### src/include/rfb_defs.svh
`ifndef RFB_DEFS_SVH
`define RFB_DEFS_SVH

// Flop depth of the input synchronizers for sck, cs_n and the radio lines
`define SCK_SYNC_STAGES 2

`endif

### src/design/rfb_pkg.sv
package rfb_pkg;

    // One data byte on SPI or on the radio side
    typedef logic [7:0] byte_t;

    // Byte index within a packet, or a count of transmit bits
    typedef logic [3:0] pkt_idx_t;

    // Largest packet that pkt_idx_t can still address
    localparam int MAX_PKT_BYTES = 15;

    typedef enum logic [1:0] {
        WAIT_PKT,
        LOAD_PKT,
        SERVE,
        XFER
    } rx_state_e;

    typedef enum logic [1:0] {
        TX_IDLE,
        TX_CAPTURE,
        TX_SEND
    } tx_state_e;

endpackage

### src/design/link_counter.sv
`timescale 1ns/1ns

module link_counter (
    input  logic              clk,
    input  logic              rst,
    input  logic              cnt_clr,
    input  logic              cnt_inc,
    input  rfb_pkg::pkt_idx_t cnt_limit,
    output rfb_pkg::pkt_idx_t count,
    output logic              cnt_done
);

    // Clear wins over increment
    always_ff @(posedge clk or posedge rst) begin
        if (rst) begin
            count <= '0;
        end else if (cnt_clr) begin
            count <= '0;
        end else if (cnt_inc) begin
            count <= count + 1'b1;
        end
    end

    assign cnt_done = (count == cnt_limit);

endmodule

### src/design/link_ctrl_fsm.sv
`timescale 1ns/1ns

module link_ctrl_fsm #(
    parameter int PKT_BYTES = 8
) (
    input  logic              clk,
    input  logic              rst,
    input  logic              rx_mode,
    input  logic              pkt_done,
    input  logic              bit_tick,
    input  logic              xfer_start,
    input  logic              xfer_end,
    input  rfb_pkg::pkt_idx_t count,
    input  logic              cnt_done,
    output logic              pkt_load,
    output logic              spi_load,
    output rfb_pkg::pkt_idx_t byte_idx,
    output logic              ser_load,
    output logic              ser_shift,
    output logic              cnt_clr,
    output logic              cnt_inc,
    output rfb_pkg::pkt_idx_t cnt_limit,
    output logic              pkt_ready,
    output logic              tx_busy
);

    localparam rfb_pkg::pkt_idx_t LAST_BYTE = rfb_pkg::pkt_idx_t'(PKT_BYTES - 1);
    localparam rfb_pkg::pkt_idx_t TX_BITS   = 4'd8;

    rfb_pkg::rx_state_e rx_state;
    rfb_pkg::tx_state_e tx_state;
    logic               rx_inc;
    logic               tx_inc;

    // Receive side
    always_ff @(posedge clk or posedge rst) begin
        if (rst) begin
            rx_state <= rfb_pkg::WAIT_PKT;
        end else begin
            case (rx_state)
                rfb_pkg::WAIT_PKT: begin
                    // Packets that finish in any other state are dropped
                    if (rx_mode && pkt_done) begin
                        rx_state <= rfb_pkg::LOAD_PKT;
                    end
                end
                rfb_pkg::LOAD_PKT: begin
                    rx_state <= rfb_pkg::SERVE;
                end
                rfb_pkg::SERVE: begin
                    if (xfer_start) begin
                        rx_state <= rfb_pkg::XFER;
                    end
                end
                rfb_pkg::XFER: begin
                    if (xfer_end) begin
                        if (count == LAST_BYTE) begin
                            rx_state <= rfb_pkg::WAIT_PKT;
                        end else begin
                            rx_state <= rfb_pkg::SERVE;
                        end
                    end
                end
                default: rx_state <= rfb_pkg::WAIT_PKT;
            endcase
        end
    end

    // Transmit side
    always_ff @(posedge clk or posedge rst) begin
        if (rst) begin
            tx_state <= rfb_pkg::TX_IDLE;
        end else begin
            case (tx_state)
                rfb_pkg::TX_IDLE: begin
                    if (!rx_mode && xfer_end) begin
                        tx_state <= rfb_pkg::TX_CAPTURE;
                    end
                end
                // rx_byte is valid one cycle after xfer_end
                rfb_pkg::TX_CAPTURE: begin
                    tx_state <= rfb_pkg::TX_SEND;
                end
                rfb_pkg::TX_SEND: begin
                    if (cnt_done) begin
                        tx_state <= rfb_pkg::TX_IDLE;
                    end
                end
                default: tx_state <= rfb_pkg::TX_IDLE;
            endcase
        end
    end

    assign pkt_load = (rx_state == rfb_pkg::LOAD_PKT);
    assign spi_load = (rx_state == rfb_pkg::SERVE);
    assign byte_idx = count;

    assign ser_load  = (tx_state == rfb_pkg::TX_CAPTURE);
    assign ser_shift = tx_inc;

    // One counter, shared by the two directions
    assign rx_inc    = (rx_state == rfb_pkg::XFER) && xfer_end;
    assign tx_inc    = (tx_state == rfb_pkg::TX_SEND) && bit_tick && !cnt_done;
    assign cnt_clr   = pkt_load | ser_load;
    assign cnt_inc   = rx_inc | tx_inc;
    assign cnt_limit = rx_mode ? rfb_pkg::pkt_idx_t'(PKT_BYTES) : TX_BITS;

    assign pkt_ready = (rx_state == rfb_pkg::SERVE) || (rx_state == rfb_pkg::XFER);
    assign tx_busy   = (tx_state == rfb_pkg::TX_SEND);

endmodule

### src/design/pkt_reg.sv
`timescale 1ns/1ns

module pkt_reg #(
    parameter int PKT_BYTES = 8
) (
    input  logic                   clk,
    input  logic                   rst,
    input  logic                   pkt_load,
    input  logic [PKT_BYTES*8-1:0] pkt_data,
    input  rfb_pkg::pkt_idx_t      byte_idx,
    output rfb_pkg::byte_t         rd_byte
);

    // Element PKT_BYTES-1 holds the first received byte
    rfb_pkg::byte_t [PKT_BYTES-1:0] pkt_q;

    always_ff @(posedge clk or posedge rst) begin
        if (rst) begin
            pkt_q <= '0;
        end else if (pkt_load) begin
            pkt_q <= pkt_data;
        end
    end

    // Index past the end reads as zero
    always_comb begin
        if (int'(byte_idx) < PKT_BYTES) begin
            rd_byte = pkt_q[PKT_BYTES - 1 - int'(byte_idx)];
        end else begin
            rd_byte = '0;
        end
    end

endmodule

### src/design/rf_rx_shifter.sv
`timescale 1ns/1ns
`include "rfb_defs.svh"

module rf_rx_shifter #(
    parameter int PKT_BYTES = 8
) (
    input  logic                   clk,
    input  logic                   rst,
    input  logic                   rf_in,
    input  logic                   rf_strobe,
    output logic                   bit_tick,
    output logic                   pkt_done,
    output logic [PKT_BYTES*8-1:0] pkt_data
);

    localparam int PKT_BITS = PKT_BYTES * 8;
    localparam int CNT_W = $clog2(PKT_BITS);

    logic [`SCK_SYNC_STAGES-1:0] strobe_sync;
    logic [`SCK_SYNC_STAGES-1:0] data_sync;
    logic                        strobe_q;
    logic [CNT_W-1:0]            bit_cnt;
    logic [PKT_BITS-1:0]         shift_q;

    // Rising edge of the synchronized strobe
    assign bit_tick = strobe_sync[`SCK_SYNC_STAGES-1] & ~strobe_q;

    always_ff @(posedge clk or posedge rst) begin
        if (rst) begin
            strobe_sync <= '0;
            data_sync   <= '0;
            strobe_q    <= 1'b0;
            bit_cnt     <= '0;
            pkt_done    <= 1'b0;
        end else begin
            strobe_sync <= {strobe_sync[`SCK_SYNC_STAGES-2:0], rf_strobe};
            data_sync   <= {data_sync[`SCK_SYNC_STAGES-2:0], rf_in};
            strobe_q    <= strobe_sync[`SCK_SYNC_STAGES-1];
            pkt_done    <= bit_tick && (bit_cnt == CNT_W'(PKT_BITS - 1));
            if (bit_tick) begin
                // Framing runs freely from reset, one packet every PKT_BITS bits
                if (bit_cnt == CNT_W'(PKT_BITS - 1)) begin
                    bit_cnt <= '0;
                end else begin
                    bit_cnt <= bit_cnt + 1'b1;
                end
            end
        end
    end

    // MSB first, so the first byte ends up in the top bits
    always_ff @(posedge clk) begin
        if (bit_tick) begin
            shift_q <= {shift_q[PKT_BITS-2:0], data_sync[`SCK_SYNC_STAGES-1]};
        end
    end

    assign pkt_data = shift_q;

endmodule

### src/design/rf_spi_bridge.sv
`timescale 1ns/1ns

module rf_spi_bridge #(
    parameter int PKT_BYTES = 8
) (
    input  logic clk,
    input  logic rst,
    input  logic rx_mode,
    input  logic rf_in,
    input  logic rf_strobe,
    input  logic sck,
    input  logic cs_n,
    input  logic mosi,
    output logic miso,
    output logic tx_out,
    output logic tx_busy,
    output logic pkt_ready
);

    logic [PKT_BYTES*8-1:0] pkt_data;
    logic                   pkt_done;
    logic                   bit_tick;
    logic                   pkt_load;
    logic                   spi_load;
    logic                   ser_load;
    logic                   ser_shift;
    logic                   cnt_clr;
    logic                   cnt_inc;
    logic                   cnt_done;
    logic                   xfer_start;
    logic                   xfer_end;
    rfb_pkg::pkt_idx_t      byte_idx;
    rfb_pkg::pkt_idx_t      count;
    rfb_pkg::pkt_idx_t      cnt_limit;
    rfb_pkg::byte_t         rd_byte;
    rfb_pkg::byte_t         rx_byte;

    // Byte index and counter are only four bits wide
    if (PKT_BYTES < 1 || PKT_BYTES > rfb_pkg::MAX_PKT_BYTES) begin : g_bad_size
        $error("PKT_BYTES out of range");
    end

    rf_rx_shifter #(.PKT_BYTES(PKT_BYTES)) rf_rx_shifter_inst (
        .clk       (clk),
        .rst       (rst),
        .rf_in     (rf_in),
        .rf_strobe (rf_strobe),
        .bit_tick  (bit_tick),
        .pkt_done  (pkt_done),
        .pkt_data  (pkt_data)
    );

    pkt_reg #(.PKT_BYTES(PKT_BYTES)) pkt_reg_inst (
        .clk      (clk),
        .rst      (rst),
        .pkt_load (pkt_load),
        .pkt_data (pkt_data),
        .byte_idx (byte_idx),
        .rd_byte  (rd_byte)
    );

    spi_slave spi_slave_inst (
        .clk        (clk),
        .rst        (rst),
        .sck        (sck),
        .cs_n       (cs_n),
        .mosi       (mosi),
        .spi_load   (spi_load),
        .tx_byte    (rd_byte),
        .miso       (miso),
        .rx_byte    (rx_byte),
        .xfer_start (xfer_start),
        .xfer_end   (xfer_end)
    );

    tx_serializer tx_serializer_inst (
        .clk       (clk),
        .rst       (rst),
        .ser_load  (ser_load),
        .ser_shift (ser_shift),
        .din       (rx_byte),
        .tx_out    (tx_out)
    );

    link_counter link_counter_inst (
        .clk       (clk),
        .rst       (rst),
        .cnt_clr   (cnt_clr),
        .cnt_inc   (cnt_inc),
        .cnt_limit (cnt_limit),
        .count     (count),
        .cnt_done  (cnt_done)
    );

    link_ctrl_fsm #(.PKT_BYTES(PKT_BYTES)) link_ctrl_fsm_inst (
        .clk        (clk),
        .rst        (rst),
        .rx_mode    (rx_mode),
        .pkt_done   (pkt_done),
        .bit_tick   (bit_tick),
        .xfer_start (xfer_start),
        .xfer_end   (xfer_end),
        .count      (count),
        .cnt_done   (cnt_done),
        .pkt_load   (pkt_load),
        .spi_load   (spi_load),
        .byte_idx   (byte_idx),
        .ser_load   (ser_load),
        .ser_shift  (ser_shift),
        .cnt_clr    (cnt_clr),
        .cnt_inc    (cnt_inc),
        .cnt_limit  (cnt_limit),
        .pkt_ready  (pkt_ready),
        .tx_busy    (tx_busy)
    );

endmodule

### src/design/spi_slave.sv
`timescale 1ns/1ns
`include "rfb_defs.svh"

module spi_slave (
    input  logic           clk,
    input  logic           rst,
    input  logic           sck,
    input  logic           cs_n,
    input  logic           mosi,
    input  logic           spi_load,
    input  rfb_pkg::byte_t tx_byte,
    output logic           miso,
    output rfb_pkg::byte_t rx_byte,
    output logic           xfer_start,
    output logic           xfer_end
);

    logic [`SCK_SYNC_STAGES-1:0] sck_sync;
    logic [`SCK_SYNC_STAGES-1:0] cs_sync;
    logic                        sck_q;
    logic                        cs_q;
    logic                        sck_s;
    logic                        cs_s;
    logic                        sck_rise;
    logic                        sck_fall;
    rfb_pkg::byte_t              tx_sr;
    rfb_pkg::byte_t              rx_sr;

    assign sck_s = sck_sync[`SCK_SYNC_STAGES-1];
    assign cs_s  = cs_sync[`SCK_SYNC_STAGES-1];

    assign sck_rise   = sck_s & ~sck_q;
    assign sck_fall   = ~sck_s & sck_q;
    assign xfer_start = cs_q & ~cs_s;
    assign xfer_end   = ~cs_q & cs_s;

    // Chip select idles high
    always_ff @(posedge clk or posedge rst) begin
        if (rst) begin
            sck_sync <= '0;
            cs_sync  <= '1;
            sck_q    <= 1'b0;
            cs_q     <= 1'b1;
        end else begin
            sck_sync <= {sck_sync[`SCK_SYNC_STAGES-2:0], sck};
            cs_sync  <= {cs_sync[`SCK_SYNC_STAGES-2:0], cs_n};
            sck_q    <= sck_s;
            cs_q     <= cs_s;
        end
    end

    // Mode 0, so the next bit goes out after each falling edge of sck
    always_ff @(posedge clk or posedge rst) begin
        if (rst) begin
            tx_sr <= '0;
        end else if (spi_load) begin
            tx_sr <= tx_byte;
        end else if (sck_fall && !cs_s) begin
            tx_sr <= {tx_sr[6:0], 1'b0};
        end
    end

    // mosi is stable for the whole high phase of sck
    always_ff @(posedge clk) begin
        if (sck_rise && !cs_s) begin
            rx_sr <= {rx_sr[6:0], mosi};
        end
    end

    always_ff @(posedge clk or posedge rst) begin
        if (rst) begin
            rx_byte <= '0;
        end else if (xfer_end) begin
            rx_byte <= rx_sr;
        end
    end

    // Raw cs_n so the MSB shows up at once when cs_n falls
    assign miso = ~cs_n & tx_sr[7];

endmodule

### src/design/tx_serializer.sv
`timescale 1ns/1ns

module tx_serializer (
    input  logic           clk,
    input  logic           rst,
    input  logic           ser_load,
    input  logic           ser_shift,
    input  rfb_pkg::byte_t din,
    output logic           tx_out
);

    rfb_pkg::byte_t sr;

    // Zeros shift in behind the data, so the line is back to 0 after eight shifts
    always_ff @(posedge clk or posedge rst) begin
        if (rst) begin
            sr <= '0;
        end else if (ser_load) begin
            sr <= din;
        end else if (ser_shift) begin
            sr <= {sr[6:0], 1'b0};
        end
    end

    assign tx_out = sr[7];

endmodule

### config.mk
export PLATFORM = sky130hd
export DESIGN_NAME = rf_spi_bridge
export DESIGN_NICKNAME = d
export VERILOG_FILES = /design/src/design/rfb_pkg.sv /design/src/design/link_counter.sv /design/src/design/link_ctrl_fsm.sv /design/src/design/pkt_reg.sv /design/src/design/rf_rx_shifter.sv /design/src/design/rf_spi_bridge.sv /design/src/design/spi_slave.sv /design/src/design/tx_serializer.sv
export VERILOG_INCLUDE_DIRS = /design/src /design/src/include
export SDC_FILE = /design/constraint.sdc
export NUM_CORES = 1
export LEC_CHECK = 0
export BUFFER_PORTS_ARGS = -buffer_cell sky130_fd_sc_hd__buf_4
export CAP_MARGIN = 5
export CORE_ASPECT_RATIO = 1.2
export CORE_MARGIN = 3
export CORE_UTILIZATION = 45
export DETAILED_ROUTE_END_ITERATION = 16
export GPL_TIMING_DRIVEN = 0
export PLACE_DENSITY = 0.64
export REMOVE_ABC_BUFFERS = 1
export SLEW_MARGIN = 20
export SYNTH_ARGS = -nofsm -noshare
export SYNTH_HDL_FRONTEND = slang
export SYNTH_SLANG_ARGS = --single-unit
### constraint.sdc
create_clock -name clk -period 10.1 [get_ports clk]
set_input_delay 1.515 -clock clk [delete_from_list [all_inputs] [get_ports clk]]
set_output_delay 1.515 -clock clk [all_outputs]
set_load 0.005 [all_outputs]
==> impl_results.md <==
- Status: finished, final reports clean
- Reg2reg path depth: 4
- Worst slew margin: 0.336
- Clock slew at reported path FFs: 0.06 ns
- Drt total wl: 11300 um
- Via/cell ratio: 5.22
- DRT iter0 DRCs: 201
- CTS Hold Buffers Added: 0
- Total leakage power: 3.39 nW
- Share of cells above drive strength 1: 0.352
- Ys flop type: dfrtp_1
- Clock Power Share: 0.396
- DPL Wire Length: 7190 um
- DRT antenna net count: 0
- Dpl cell area: 0.00748 mm^2
- Final instance area: 0.00809 mm^2
- Count of cell types in the netlist: 46
- Maximum vdd drop: 0.000120 V
- RSZ-0062 raised after global routing: false
- Final #Nets: 426
- Reg2Reg Launch Point: link_counter_inst.count[1]
- WP buf/inv: 2
- Slew @ Worst Pin: 0.996 ns
- Largest net degree at the start of global routing: 69
- Placer Congestion: 0.723
- Fin Hold WS: 0.349 ns
- Row cnt: 49
- Htree depth: 4
- PD cells: 214 mW/mm^2
- Fin crit share: 0.332
- Initial Util: 0.464
- Global-route usage over all layers: 0.147
- # diodes: 0
- Synthesized cell area: 0.00706 mm^2
- Max Cap Viol: 0
- Layout Utilization: 0.532
- Startpoint types: input port
- Switching Power: 0.000392 W
- Synth Instances: 398
- Critical path's slowest cell: buf_4
- Die H: 143 um
- Cell Int Power: 0.00134 W
- Worst hold path stage count: 0
- First-pass GRT wire length: 19400 um
- CP delay by family, top: buffers and inverters
- # setup viols final: 0
- Buffers on Ports: 11
- Register area share after synthesis: 0.711
- Initial antenna violation count: 0
- CP arrival: 1.84 ns
- Hold Path Class: reg2reg
- Cell Chain, Critical Path: buf_4 > nor2b_1 > buf_4
- Core area: 0.0152 mm^2
- Most Frequent Cell on Critical Path: buf_4
- Crit-path max FO: 2
- Synth warnings: 0
- Hold Vio Cnt, Final: 0
- Number of synthesized register bits: 186
- Skew final: 0.00610 ns
- Hold Crit Endpoint: rf_rx_shifter_inst.data_sync[1]
- Total CTS buffers: 17
- Wirelength per Cell: 17.8 um
- Clock latency on the worst-skew pair: 0.42 ns
- Post-CTS setup buffer count: 0
- CTS tree: built
- R2R Setup Slk: 7.95 ns
- Seq pwr share: 0.523
- Fmax: 298 MHz
- Fillers: 1254
- Critical path origin: cs_n
- P&R area growth vs syn: 14.6%
- Clk sink count: 186
- Drt drc: 0
- Total die area: 0.0172 mm^2
- Part of the power in combinational logic: 0.082
- Max Slew Vio Count: 0
- Mapped Avg Cell Area: 17.7 um^2
- WS Path Type: in2out
- Tmin final: 3.35 ns
- Asr flop ratio synth: 0.613
- Max incr delay on CP: 0.11 ns
- Switching Fraction: 0.226
- Setup TNS: 0 ns
- Top Ports: 12
- CP endpoint kind: output port
- Drt pass-1 iters: 4
- Detailed-route via count: 3303
- Die width: 120 um
- Hold_sp: rf_rx_shifter_inst.data_sync[0]
- Root Buffer: clkbuf_16
- Post-synth EDFFs: 72
- GR Overflow Total: 0
- # resized after CTS: 0
- Vias in the first global route: 3597
- Clk buf depth: 2
- Terminus of the critical flop-to-flop path: link_counter_inst.count[1]
- Critical Path RT: 8.59 ns
-- Yosys cell counts, types with 2 or more instances --
| master | count | area share |
|---|---|---|
| edfxtp_1 | 72 | 0.31 |
| or3_2 | 2 | 0.0021 |
| ha_1 | 2 | 0.0035 |
| o21ai_0 | 9 | 0.0064 |
| a21oi_1 | 2 | 0.0014 |
| buf_2 | 8 | 0.0057 |
| and3_1 | 3 | 0.0027 |
| o22ai_1 | 7 | 0.0062 |
| inv_1 | 4 | 0.0021 |
| dfstp_2 | 3 | 0.011 |
| nor3b_1 | 2 | 0.0021 |
| buf_1 | 2 | 0.0011 |
| buf_4 | 4 | 0.0043 |
| nand2_1 | 12 | 0.0064 |
| xor2_1 | 3 | 0.0037 |
| o21ai_1 | 3 | 0.0021 |
| xnor2_1 | 2 | 0.0025 |
| mux2i_1 | 24 | 0.034 |
| dfrtp_1 | 111 | 0.39 |
| clkbuf_1 | 2 | 0.0011 |
| nor2_1 | 6 | 0.0032 |
| nor2b_1 | 6 | 0.0053 |
| mux4_2 | 14 | 0.045 |
| mux2_2 | 73 | 0.12 |
-- flip-flops by register name, indices dropped and copies added (netlist names), 2 cells and up --
register,flops
spi_slave_inst.rx_byte,8
spi_slave_inst.rx_sr,8
pkt_reg_inst.pkt_q,64
spi_slave_inst.cs_sync,2
spi_slave_inst.tx_sr,8
rf_rx_shifter_inst.pkt_data,64
rf_rx_shifter_inst.data_sync,2
spi_slave_inst.sck_sync,2
link_ctrl_fsm_inst.rx_state,2
link_ctrl_fsm_inst.tx_state,2
link_counter_inst.count,4
rf_rx_shifter_inst.strobe_sync,2
rf_rx_shifter_inst.bit_cnt,6
tx_serializer_inst.sr,8
-- layout make-up --
type	instances	area, um^2	area share
Clock inverter	8	141	0.0175
Tap cell	204	255	0.0316
Clock buffer	24	472	0.0583
Inverter	5	23.8	0.00294
Sequential cell	186	5020	0.621
Timing Repair Buffer	17	233	0.0288
Multi-Input combinational cell	189	1940	0.240
-- layout by cell type, fill, tap and decap left out, types with 4 or more instances in the layout --
cell	count
edfxtp_1	72
clkbuf_16	17
buf_4	11
nand2_1	12
bufinv_16	4
clkbuf_1	5
dfrtp_1	110
buf_16	4
mux2_2	73
nor2_1	6
o22ai_1	7
mux4_2	14
mux2i_1	24
o21ai_0	9
nor2b_1	4
-- power groups by stage --
stage | clock, W | sequential (W) | combinational [W]
finish | 0.000687 | 0.000907 | 0.000141
CTS | 0.000703 | 0.000910 | 0.000145
global placement | 0 | 0.000923 | 0.000135
detailed placement | 0 | 0.000924 | 0.000144
floorplan | 0 | 0.000898 | 0.000112
global route | 0.000740 | 0.000920 | 0.000160
-- per-stage QoR --
step / total power (W) / worst slack (ns) / instances
2_1_floorplan: 0.00101 / 5.30 / 380
5_1_grt: 0.00182 / 6.69 / 633
3_3_place_gp: 0.00106 / 3.46 / 595
3_5_place_dp: 0.00107 / 6.75 / 601
4_1_cts: 0.00176 / 6.75 / 633
6_report: 0.00173 / 6.75 / 633
-- worst max path at each step --
stage | endpoint | slack (ns) | cells past startpoint
2_1_floorplan | link_counter_inst.count[3] | 5.30 | 4
3_3_place_gp | link_counter_inst.count[3] | 3.46 | 4
3_5_place_dp | miso | 6.75 | 3
4_1_cts | miso | 6.75 | 3
5_1_grt | miso | 6.69 | 3
6_report | miso | 6.75 | 3
-- routing by layer --
| layer | part of all wire | track usage | up-vias |
|---|---|---|---|
| met5 | 0 | 0 | - |
| met4 | 0.017 | 0.0591 | 0 |
| met3 | 0.028 | 0.0349 | 17 |
| met2 | 0.48 | 0.231 | 34 |
| met1 | 0.47 | 0.201 | 1735 |
| li1 | - | - | 1517 |
-- cell families (layout without fill, tap and decap cells) --
| family | after synthesis | count (layout) | synth area share |
|---|---|---|---|
| AOI/OAI and AO/OA | 27 | 27 | 0.0257 |
| buffers and inverters | 23 | 54 | 0.0170 |
| adders and majority gates | 3 | 3 | 0.00496 |
| muxes | 112 | 112 | 0.199 |
| and+or+nand+nor | 42 | 42 | 0.0362 |
| xor gates and xnor gates | 5 | 5 | 0.00621 |
| DFF | 186 | 186 | 0.711 |
Note: power is estimated with default switching activity, not from simulation.
